**src/common/decode_consts.svh**
```systemverilog
`ifndef DECODE_CONSTS_SVH
`define DECODE_CONSTS_SVH

// Datapath and register file dimensions.
`define XLEN        64
`define INSTR_W     32
`define REG_ADDR_W  5
`define NUM_REGS    32

// Major opcodes, instr[6:0].
`define F7_ALUI     7'b0010011
`define F7_ALU      7'b0110011
`define F7_ALUIW    7'b0011011
`define F7_ALUW     7'b0111011
`define F7_LUI      7'b0110111
`define F7_AUIPC    7'b0010111
`define F7_JAL      7'b1101111
`define F7_JALR     7'b1100111
`define F7_BRANCH   7'b1100011
`define F7_LD       7'b0000011
`define F7_SD       7'b0100011

// Values of funct7, instr[31:25].
`define F7_FIRST_ADD 7'b0000000
`define F7_FIRST_SUB 7'b0100000
`define F7_FIRST_MUL 7'b0000001

`endif
```
**src/common/decode_pkg.sv**
```systemverilog
`include "decode_consts.svh"

package decode_pkg;

    typedef logic [`XLEN-1:0]       word_t;
    typedef logic [`INSTR_W-1:0]    instr_t;
    typedef logic [`REG_ADDR_W-1:0] reg_addr_t;

    // Operation class, tells execute which unit and which operand use applies.
    typedef enum logic [4:0] {
        ALUI,
        ALU,
        ALUIW,
        ALUW,
        LUI,
        JAL,
        JALR,
        BEQ,
        BNE,
        BLT,
        BGE,
        BLTU,
        BGEU,
        LD,
        SD,
        AUIPC
    } decode_op_t;

    // CPYB passes operand b straight through, as LUI needs.
    typedef enum logic [4:0] {
        ADD,
        SUB,
        XOR,
        OR,
        AND,
        SLT,
        SLTU,
        SLL,
        SRL,
        SRA,
        MULT,
        DIV,
        DIVU,
        REM,
        REMU,
        CPYB,
        COMPARE
    } alufunc_t;

endpackage

```
**src/common/dec_if.sv**
```systemverilog
`timescale 1ns/1ns

interface dec_if
    import decode_pkg::*;
();
    decode_op_t op;
    alufunc_t   alufunc;
    logic       regwrite;
    word_t      imm;
    reg_addr_t  rs1;
    reg_addr_t  rs2;
    reg_addr_t  rd;

    modport dec_src (output op, output alufunc, output regwrite);

    modport imm_src (output imm);

    modport sink (
        input op, input alufunc, input regwrite, input imm,
        input rs1, input rs2, input rd
    );
endinterface

```
**src/design/id_stage.sv**
```systemverilog
`timescale 1ns/1ns

module id_stage
    import decode_pkg::*;
(
    input  logic       clk,
    input  logic       rst_n,
    input  logic       in_valid,
    input  logic       flush,
    input  instr_t     instr,
    input  word_t      pc,
    input  logic       wb_en,
    input  reg_addr_t  wb_addr,
    input  word_t      wb_data,
    output logic       out_valid,
    output decode_op_t out_op,
    output alufunc_t   out_alufunc,
    output logic       out_regwrite,
    output reg_addr_t  out_rd,
    output word_t      out_opa,
    output word_t      out_opb,
    output word_t      out_imm,
    output word_t      out_store_data
);
    word_t rs1_data;
    word_t rs2_data;

    dec_if dec_bus ();

    // Register indices sit at fixed positions in every format.
    assign dec_bus.rs1 = instr[19:15];
    assign dec_bus.rs2 = instr[24:20];
    assign dec_bus.rd  = instr[11:7];

    decoder decoder_i (
        .instr (instr),
        .dec   (dec_bus.dec_src)
    );

    imm_gen imm_gen_i (
        .instr (instr),
        .dec   (dec_bus.imm_src)
    );

    regfile regfile_i (
        .clk      (clk),
        .rst_n    (rst_n),
        .rs1      (dec_bus.rs1),
        .rs2      (dec_bus.rs2),
        .rs1_data (rs1_data),
        .rs2_data (rs2_data),
        .wb_en    (wb_en),
        .wb_addr  (wb_addr),
        .wb_data  (wb_data)
    );

    issue_reg issue_reg_i (
        .clk            (clk),
        .rst_n          (rst_n),
        .in_valid       (in_valid),
        .flush          (flush),
        .pc             (pc),
        .rs1_data       (rs1_data),
        .rs2_data       (rs2_data),
        .dec            (dec_bus.sink),
        .out_valid      (out_valid),
        .out_op         (out_op),
        .out_alufunc    (out_alufunc),
        .out_regwrite   (out_regwrite),
        .out_rd         (out_rd),
        .out_opa        (out_opa),
        .out_opb        (out_opb),
        .out_imm        (out_imm),
        .out_store_data (out_store_data)
    );
endmodule

```
**src/design/issue_reg.sv**
```systemverilog
`timescale 1ns/1ns

module issue_reg
    import decode_pkg::*;
(
    input  logic       clk,
    input  logic       rst_n,
    input  logic       in_valid,
    input  logic       flush,
    input  word_t      pc,
    input  word_t      rs1_data,
    input  word_t      rs2_data,
    dec_if.sink        dec,
    output logic       out_valid,
    output decode_op_t out_op,
    output alufunc_t   out_alufunc,
    output logic       out_regwrite,
    output reg_addr_t  out_rd,
    output word_t      out_opa,
    output word_t      out_opb,
    output word_t      out_imm,
    output word_t      out_store_data
);
    logic  accept;
    word_t opa;
    word_t opb;

    assign accept = in_valid && !flush;

    always_comb begin
        unique case (dec.op)
            AUIPC, JAL, JALR: opa = pc;
            LUI:              opa = '0;
            default:          opa = rs1_data;
        endcase
    end

    // Jumps add 4 to pc to form the link address.
    always_comb begin
        unique case (dec.op)
            ALU, ALUW, BEQ, BNE, BLT, BGE, BLTU, BGEU: opb = rs2_data;
            JAL, JALR:                                 opb = word_t'(4);
            default:                                   opb = dec.imm;
        endcase
    end

    always_ff @(posedge clk or negedge rst_n) begin
        if (!rst_n) begin
            out_valid    <= 1'b0;
            out_regwrite <= 1'b0;
        end else begin
            out_valid    <= accept;
            out_regwrite <= accept && dec.regwrite;
        end
    end

    always_ff @(posedge clk) begin
        if (accept) begin
            out_op         <= dec.op;
            out_alufunc    <= dec.alufunc;
            out_rd         <= dec.rd;
            out_opa        <= opa;
            out_opb        <= opb;
            out_imm        <= dec.imm;
            out_store_data <= rs2_data;
        end
    end
endmodule

```
**src/design/regfile.sv**
```systemverilog
`timescale 1ns/1ns
`include "decode_consts.svh"

module regfile
    import decode_pkg::*;
(
    input  logic      clk,
    input  logic      rst_n,
    input  reg_addr_t rs1,
    input  reg_addr_t rs2,
    output word_t     rs1_data,
    output word_t     rs2_data,
    input  logic      wb_en,
    input  reg_addr_t wb_addr,
    input  word_t     wb_data
);
    // Register x0 has no storage.
    word_t regs [1:`NUM_REGS-1];

    always_ff @(posedge clk or negedge rst_n) begin
        if (!rst_n) begin
            for (int i = 1; i < `NUM_REGS; i++) begin
                regs[i] <= '0;
            end
        end else if (wb_en && wb_addr != '0) begin
            regs[wb_addr] <= wb_data;
        end
    end

    // A write in the same cycle is forwarded so decode sees the new value.
    function automatic word_t read_port(input reg_addr_t addr);
        word_t data;
        if (addr == '0)
            data = '0;
        else if (wb_en && wb_addr == addr)
            data = wb_data;
        else
            data = regs[addr];
        return data;
    endfunction

    always_comb begin
        rs1_data = read_port(rs1);
        rs2_data = read_port(rs2);
    end
endmodule

```
**src/design/imm_gen.sv**
```systemverilog
`timescale 1ns/1ns
`include "decode_consts.svh"

module imm_gen
    import decode_pkg::*;
(
    input  instr_t     instr,
    dec_if.imm_src     dec
);
    logic sign;

    assign sign = instr[31];

    always_comb begin
        unique case (instr[6:0])
            `F7_ALUI, `F7_ALUIW, `F7_JALR, `F7_LD: begin
                dec.imm = {{(`XLEN-12){sign}}, instr[31:20]};
            end
            `F7_SD: begin
                dec.imm = {{(`XLEN-12){sign}}, instr[31:25], instr[11:7]};
            end
            // B and J offsets are in halfwords, so bit 0 is always zero.
            `F7_BRANCH: begin
                dec.imm = {{(`XLEN-13){sign}}, instr[31], instr[7],
                           instr[30:25], instr[11:8], 1'b0};
            end
            `F7_LUI, `F7_AUIPC: begin
                dec.imm = {{(`XLEN-32){sign}}, instr[31:12], 12'b0};
            end
            `F7_JAL: begin
                dec.imm = {{(`XLEN-21){sign}}, instr[31], instr[19:12],
                           instr[20], instr[30:21], 1'b0};
            end
            default: begin
                dec.imm = '0;
            end
        endcase
    end
endmodule

```
**src/design/decoder.sv**
```systemverilog
`timescale 1ns/1ns
`include "decode_consts.svh"

module decoder
    import decode_pkg::*;
(
    input  instr_t     instr,
    dec_if.dec_src     dec
);
    logic [2:0] funct3;
    logic [6:0] f7_first;

    assign funct3   = instr[14:12];
    assign f7_first = instr[31:25];

    // Register-register encodings, shared by ALU and ALUW.
    // The M extension is picked out by funct7.
    function automatic alufunc_t rtype_func(input logic [2:0] f3, input logic [6:0] f7);
        alufunc_t f;
        f = ADD;
        case (f3)
            3'b000: begin
                if (f7 == `F7_FIRST_SUB)
                    f = SUB;
                else if (f7 == `F7_FIRST_MUL)
                    f = MULT;
                else
                    f = ADD;
            end
            3'b100: f = (f7 == `F7_FIRST_MUL) ? DIV : XOR;
            3'b110: f = (f7 == `F7_FIRST_MUL) ? REM : OR;
            3'b111: f = (f7 == `F7_FIRST_MUL) ? REMU : AND;
            3'b010: f = SLT;
            3'b011: f = SLTU;
            3'b001: f = SLL;
            3'b101: begin
                if (f7 == `F7_FIRST_SUB)
                    f = SRA;
                else if (f7 == `F7_FIRST_MUL)
                    f = DIVU;
                else
                    f = SRL;
            end
            default: f = ADD;
        endcase
        return f;
    endfunction

    // Register-immediate encodings, shared by ALUI and ALUIW.
    function automatic alufunc_t itype_func(input logic [2:0] f3, input logic arith);
        alufunc_t f;
        f = ADD;
        case (f3)
            3'b000: f = ADD;
            3'b100: f = XOR;
            3'b110: f = OR;
            3'b111: f = AND;
            3'b010: f = SLT;
            3'b011: f = SLTU;
            3'b001: f = SLL;
            3'b101: f = arith ? SRA : SRL;
            default: f = ADD;
        endcase
        return f;
    endfunction

    always_comb begin
        dec.op       = ALUI;
        dec.alufunc  = ADD;
        dec.regwrite = 1'b1;

        unique case (instr[6:0])
            `F7_ALUI: begin
                dec.op      = ALUI;
                dec.alufunc = itype_func(funct3, instr[30]);
            end
            `F7_ALU: begin
                dec.op      = ALU;
                dec.alufunc = rtype_func(funct3, f7_first);
            end
            `F7_ALUIW: begin
                dec.op      = ALUIW;
                dec.alufunc = itype_func(funct3, instr[30]);
            end
            `F7_ALUW: begin
                dec.op      = ALUW;
                dec.alufunc = rtype_func(funct3, f7_first);
            end
            `F7_LUI: begin
                dec.op      = LUI;
                dec.alufunc = CPYB;
            end
            `F7_JAL: begin
                dec.op = JAL;
            end
            `F7_JALR: begin
                dec.op = JALR;
            end
            `F7_BRANCH: begin
                dec.regwrite = 1'b0;
                // Equality uses COMPARE, ordering reuses the set-less-than units.
                case (funct3)
                    3'b000: begin
                        dec.op      = BEQ;
                        dec.alufunc = COMPARE;
                    end
                    3'b001: begin
                        dec.op      = BNE;
                        dec.alufunc = COMPARE;
                    end
                    3'b100: begin
                        dec.op      = BLT;
                        dec.alufunc = SLT;
                    end
                    3'b101: begin
                        dec.op      = BGE;
                        dec.alufunc = SLT;
                    end
                    3'b110: begin
                        dec.op      = BLTU;
                        dec.alufunc = SLTU;
                    end
                    3'b111: begin
                        dec.op      = BGEU;
                        dec.alufunc = SLTU;
                    end
                    default: begin
                    end
                endcase
            end
            `F7_LD: begin
                dec.op = LD;
            end
            `F7_SD: begin
                dec.op       = SD;
                dec.regwrite = 1'b0;
            end
            `F7_AUIPC: begin
                dec.op = AUIPC;
            end
            default: begin
            end
        endcase
    end
endmodule

```
**config.mk**
```make
export PLATFORM = sky130hd
export DESIGN_NAME = id_stage
export DESIGN_NICKNAME = d
export VERILOG_FILES = /design/src/common/decode_pkg.sv /design/src/common/dec_if.sv /design/src/design/id_stage.sv /design/src/design/issue_reg.sv /design/src/design/regfile.sv /design/src/design/imm_gen.sv /design/src/design/decoder.sv
export VERILOG_INCLUDE_DIRS = /design/src /design/src/common
export SDC_FILE = /design/constraint.sdc
export NUM_CORES = 2
export LEC_CHECK = 0
export BUFFER_PORTS_ARGS = -buffer_cell sky130_fd_sc_hd__buf_4
export CAP_MARGIN = 20
export CORE_MARGIN = 5
export CORE_UTILIZATION = 40
export CTS_CLUSTER_DIAMETER = 60
export DETAILED_ROUTE_END_ITERATION = 10
export PLACE_DENSITY = 0.57
export SYNTH_ARGS = -nofsm -noshare
export SYNTH_HDL_FRONTEND = slang
export SYNTH_SLANG_ARGS = --single-unit
export TNS_END_PERCENT = 30
```
**constraint.sdc**
```tcl
create_clock -name clk -period 1.8 [get_ports clk]
set_input_delay 0.09 -clock clk [delete_from_list [all_inputs] [get_ports clk]]
set_output_delay 0.09 -clock clk [all_outputs]
set_load 0.03 [all_outputs]
```
### After elaboration in Yosys (flattened, before gate mapping)

Cells that the tools add are included.

* memory bits (writable): 0
* bits of input ports: 170
* register bits: 2257
* word-level logic and storage cells: 134
* bits in latches: 0
* memories kept: 0
* bits in read-only memories: 0

* shift operators: 0
* div/mod/pow operators: 0
* $lt $le $gt $ge: 4
* bitwise operators: 3
* mux-type cells: 31
* equality and inequality tests: 34
* reductions and logical operators: 22
* add/subtract/negate cells: 0
* multipliers: 0

Operators with widths (number)
* 1984-bit bitwise mux: 1
* 64-bit binary-select mux with 5-bit select: 2
* 64-bit 2-to-1 mux: 9
* 64-bit demux with 5-bit select: 1
* 64-bit case mux with 5 select lines: 1
* 64-bit case mux with 2 select lines: 2
* 5-bit case mux with 8 select lines: 2
* 5-bit case mux with 10 select lines: 1
* 7-bit by 6-bit == test with 1-bit output, second input constant: 5
* 5-bit by 4-bit == test with 1-bit output, second input constant: 6
* 4-bit case mux with 6 select lines: 1
* 7-bit by 5-bit == test with 1-bit output, second input constant: 3
* 7-bit == test, second input constant: 3
* 5-bit by 3-bit == test with 1-bit output, second input constant: 4
* 5-bit case mux with 4 select lines: 1
* 6-bit >= comparator, second input constant: 3
* 5-bit NOT with 6-bit output: 3
* 4-bit 2-to-1 mux: 4
* 2-bit OR reduction: 8
* 5-bit case mux with 3 select lines: 1
* 3-bit == test, second input constant: 4
* 5-bit == test: 2
* 5-bit zero test: 2
* 5-bit 2-to-1 mux: 2
* other kinds (16): 23

### Depth between registers and ports, before layout

* depth after elaboration: 7
* depth in mapped cells: 11

### Cells and area by module

From an unflattened synthesis, not the netlist that was laid out.

* cells, all modules: 7852
* area, all modules: 118057.0 sq um

By module, submodules not included
* regfile: seq. area each 49647.6 sq um, times used 1, area an instance 107040.2 sq um, cells an instance 7204
* issue_reg: seq. area each 8187.9 sq um, times used 1, area an instance 9679.3 sq um, cells an instance 453
* imm_gen: seq. area each 0.0 sq um, times used 1, area an instance 769.5 sq um, cells an instance 103
* decoder: seq. area each 0.0 sq um, times used 1, area an instance 568.0 sq um, cells an instance 92

### Least setup slack after synthesis

No wires, ideal clock.

* path kind: input -> register
* from: input flush
* to: register issue_reg_i.out_valid
* slack: -10090 ps
* data arrival time: 10662 ps
* library setup time: 1228 ps
* path buffers: 0
* data required time: 572 ps
* cell stages on the path: 1
* path through: nor2b_1

* longest elaborated chain between the ends: 2

Ends and longest elaborated chain
* start, declared: RTL line id_stage.sv:9 `input logic flush,`
* 1-bit zero test: RTL line issue_reg.sv:28 `assign accept = in_valid && !flush;`
* 1-bit logical AND: RTL line issue_reg.sv:28
* end signal, assigned: RTL line issue_reg.sv:52 `out_valid <= accept;`
* end, declared: RTL line issue_reg.sv:14 `output logic out_valid,`

Every way passes these cells.
A chain may end at the register's enable or synchronous reset.

### Final worst setup path

* from: register regfile_i.regs[529] in the netlist's numbering
* to: register issue_reg_i.out_opb[17] (data pin)

* longest elaborated chain between the ends: 6

Ends and longest elaborated chain
* start, declared: RTL line regfile.sv:18 `` word_t regs [1:`NUM_REGS-1]; ``
* start signal, assigned by index: RTL line regfile.sv:26 `regs[wb_addr] <= wb_data;`
* 64-bit binary-select mux with 5-bit select: RTL line regfile.sv:38 `data = regs[addr];`
* 64-bit 2-to-1 mux (not written as such) (2 in a row): RTL line regfile.sv:38
* 64-bit 2-to-1 mux: RTL line regfile.sv:35 `else if (wb_en && wb_addr == addr)`
* 64-bit 2-to-1 mux: RTL line regfile.sv:33 `if (addr == '0)`
* net issue_reg_i.rs2_data[17]: RTL line issue_reg.sv:12 `input word_t rs2_data,`
* 64-bit case mux with 2 select lines: RTL line issue_reg.sv:40 `unique case (dec.op)`
* net issue_reg_i.opb[17]: RTL line issue_reg.sv:26 `word_t opb;`
* end signal, assigned: RTL line issue_reg.sv:63 `out_opb <= opb;`
* end, declared: RTL line issue_reg.sv:20 `output word_t out_opb,`

The timed path passes the listed nets, and every way through them passes these cells. The select of a mux whose other input is x is not followed.

==> results.md <==
* Via/cell ratio at 6.01
* Mapped Area at 0.117 sq mm
* Util after Layout at 0.532
* Routed len/inst at 31.3 um
* Failing checks: negative hold slack, negative setup slack
* Status: complete, but fails checks
* Largest family of logic cells by synthesized area: multiplexers
* Pwr/cell area at 1050 mW/mm^2
* Min cycle time layout at 2.62 ns
* RSZ-0062 raised after global routing: true
* Pre-antenna DRT Iters at 5
* Ys flop type: dfrtp_1
* Net switching power at 0.0460 W
* Compound-Gate Fraction of Synth Area at 0.0522
* Fill cell count at 24000
* Post-synth top area share at 0.424
* CTS HTree Levels at 5
* Post-DP HPWL at 301 mm
* GPL Wtd Cong at 0.924
* Die Span Y at 551 um
* Simple-Gate Fraction of Synth Area at 0.0273
* Final ANT Viol Nets at 0
* Die Area at 0.304 sq mm
* Synth top area cells: dfrtp_1, mux2_2, mux4_2
* Core area at 0.292 sq mm
* Sw frac at 0.282
* Leakage at 68.4 nW
* Adder-cell share of the synthesized area at 0.0000853
* Synth unique cells at 81
* Largest stage delay, worst path at 0.49 ns
* Slew Viols, Final at 0
* Worst EP required at 2.45 ns
* DRC errors left at 0
* IO buf count at 441
* GRT Residual Overflow at 0
* CP Launch Type: flop
* Setup Viol. Count Final at 154
* Clock Sink Count at 2224
* Hold Slack at -0.0209 ns
* Reg power frac at 0.408
* TritonCTS buffer count at 276
* Skew-Pair Late Insertion Delay at 0.91 ns
* Most frequent cells in the layout: dfrtp_1, mux2_2, buf_4
* Yosys warnings at 0
* Most common cell after layout, fill and taps aside: dfrtp_1
* First-pass GRT wire length at 644 mm
* Async SR Flop Fraction at 0.893
* Worst Hold Class: input port to flop
* Met2 Routed Length at 207 mm
* Worst EP arrival at 3.27 ns
* Initial antenna violation count at 13
* Critical path class: flop to flop
* Highest metal used: met5
* Final hold violation count at 1
* Crit-path cells: mux4_2 -> mux2i_2 -> nand2_1 -> o311ai_2 -> o211ai_1 -> clkbuf_16 -> mux2_4
* Routed length on met1 at 184 mm
* Critical Path End Type: flop
* Initial Utilization at 0.402
* Yosys top cell by area: dfrtp_1
* Sequential element share of the synthesized area at 0.485
* FMAX at 382 MHz
* Total negative slack at -26.49 ns
* CTS tree: done
* Clock skew at 0.0415 ns
* Met3 wire len at 33.9 mm
* Mapped Avg Cell Area at 14.3 sq um
* Clock root cell: clkbuf_16
* Max FO, Critical Path at 3
* Post-Synth XOR/XNOR Area at 0.000896
* Total chip power at 0.163 W
* Max-slew headroom at 0.244
* Tightest Pin Transition at 1.13 ns
* Power share of the clock group at 0.345
* Standard-cell rows at 198
* Maximum vdd drop at 821 uV
* Die X at 551 um
* Largest net degree at the start of global routing at 107
* EDFF count, synth at 238
* Ratio of final minimum period to clock period at 1.45
* Final net count at 10400
* Mux cell area share after synthesis at 0.399
* Logic pwr share at 0.247
* Layout cells sized above 1 at 0.572
* Layout Cells excl Fill at 14300
* Syn Nets at 8386
* DR iter-0 viols at 7424
* Max Buffers Root-to-Sink at 4
* Placed insts at 13500
* Max Cap Violations at 0
* P_int at 0.117 W
* Synth Register Bits at 2224
* Drt total wl at 447 mm
* Via Count at 86000
* Synth Instances at 8216
* Vias in the first global route at 90200
* Clock slew at reported path FFs at 0.06 ns
* Area grow syn2layout at 32.3%
* Total Routing Usage GR at 0.288
* Slowest CP cell: mux4_2
* I/O pins at 443
* Setup WS post-layout at -0.818 ns
[Yosys cell counts, drive strengths merged (12+ instances only)]
| cell type | instances |
|---|---|
| nand2b | 12 |
| dfrtp | 1986 |
| nand2 | 401 |
| o221ai | 36 |
| o311ai | 34 |
| a21oi | 93 |
| o22ai | 100 |
| o211ai | 34 |
| a211o | 26 |
| mux2i | 505 |
| a32oi | 31 |
| buf | 416 |
| a22oi | 66 |
| nor3 | 16 |
| inv | 15 |
| mux4 | 834 |
| a211oi | 95 |
| nor2 | 204 |
| edfxtp | 238 |
| clkbuf | 477 |
| and3 | 15 |
| mux2 | 2033 |
| o21ai | 353 |
| a31oi | 51 |
| nor2b | 43 |
[final cells by class]
type                       instances  area (sq um)  area share
antenna                            5          12.5   0.0000806
clock buffer                     393          7920      0.0511
clock inverter                   100          1160     0.00748
inverter                          15          62.6    0.000403
multi-input combinational       5084         58200       0.375
sequential                      2224         56800       0.366
tap                             3900          4880      0.0315
timing repair buffer            2588         26000       0.168
[kinds of logic (layout without fill, tap and decap cells)]
| logic type | Yosys count | count (layout) |
|---|---|---|
| and+or+nand+nor | 742 | 742 |
| other | 1 | 6 |
| adders and majority gates | 1 | 1 |
| buffers and inverters | 908 | 3096 |
| AOI/OAI and AO/OA | 956 | 956 |
| xor gates and xnor gates | 12 | 12 |
| DFF | 2224 | 2224 |
| muxes | 3372 | 3372 |
[final timing paths]
| check | start | endpoint | slack (ns) | cells past startpoint |
|---|---|---|---|---|
| min in group asynchronous | rst_n | regfile_i.regs[418]$_DFFE_PN0P_ | 0.08 | 3 |
| hold reg to reg | regfile_i.regs[844]$_DFFE_PN0P_ | regfile_i.regs[844]$_DFFE_PN0P_ | 0.50 | 2 |
| setup / recovery | regfile_i.regs[529]$_DFFE_PN0P_ | issue_reg_i.out_opb[17]$_DFFE_PP_ | -0.82 | 7 |
| hold / removal | instr[4] | issue_reg_i.out_opb[24]$_DFFE_PP_ | -0.02 | 6 |
| max in group asynchronous | rst_n | regfile_i.regs[1340]$_DFFE_PN0P_ | 0.99 | 5 |
| setup reg to reg | regfile_i.regs[529]$_DFFE_PN0P_ | issue_reg_i.out_opb[17]$_DFFE_PP_ | -0.82 | 7 |
[layer usage]
layer / vias to the layer above / track usage
li1: 35400 / -
met1: 46100 / 0.393
met2: 3539 / 0.458
met3: 949 / 0.0523
met4: 4 / 0.119
met5: - / 0
[power groups by stage]
stage               clock network (W)  registers (W)  logic [W]
floorplan                           0         0.0658     0.0216
global placement                    0         0.0662     0.0370
detailed placement                  0         0.0669     0.0379
CTS                            0.0572         0.0661     0.0393
global route                   0.0592         0.0673     0.0429
finish                         0.0563         0.0664     0.0402
[flip-flops by register name, indices dropped and copies added, names as in the netlist]
signal and count:
issue_reg_i.out_imm 32, issue_reg_i.out_opb 64, issue_reg_i.out_valid 1, issue_reg_i.out_alufunc 5, issue_reg_i.out_opa 64, issue_reg_i.out_op 4, issue_reg_i.out_rd 5, regfile_i.regs 1984
issue_reg_i.out_store_data 64, issue_reg_i.out_regwrite 1
[repair_timing]
action                                 4_1_cts  5_1_grt
setup buffers                               34       49
setup endpoints to repair                  201      389
cloned                                       0        3
endpoints found under the hold margin     4421        5
pin swaps                                  154      170
hold buffers                               225        2
resized for setup                          241      250
[critical path, delay by kind of cell, from the launching register on]
family	cells	cell delay (ns)
simple gates	1	0.10
compound gates	2	0.57
mux	3	0.96
flops	1	0.38
buf+inv	1	0.35
[through the flow]
stage / setup WS [ns] / cell area, sq um
2_1_floorplan: -2.30 / 117000
3_3_place_gp: -1.43 / 141000
3_5_place_dp: -1.36 / 141000
4_1_cts: -0.776 / 154000
5_1_grt: -0.901 / 155000
6_report: -0.818 / 155000
Note: power is estimated with default switching activity, not from simulation.
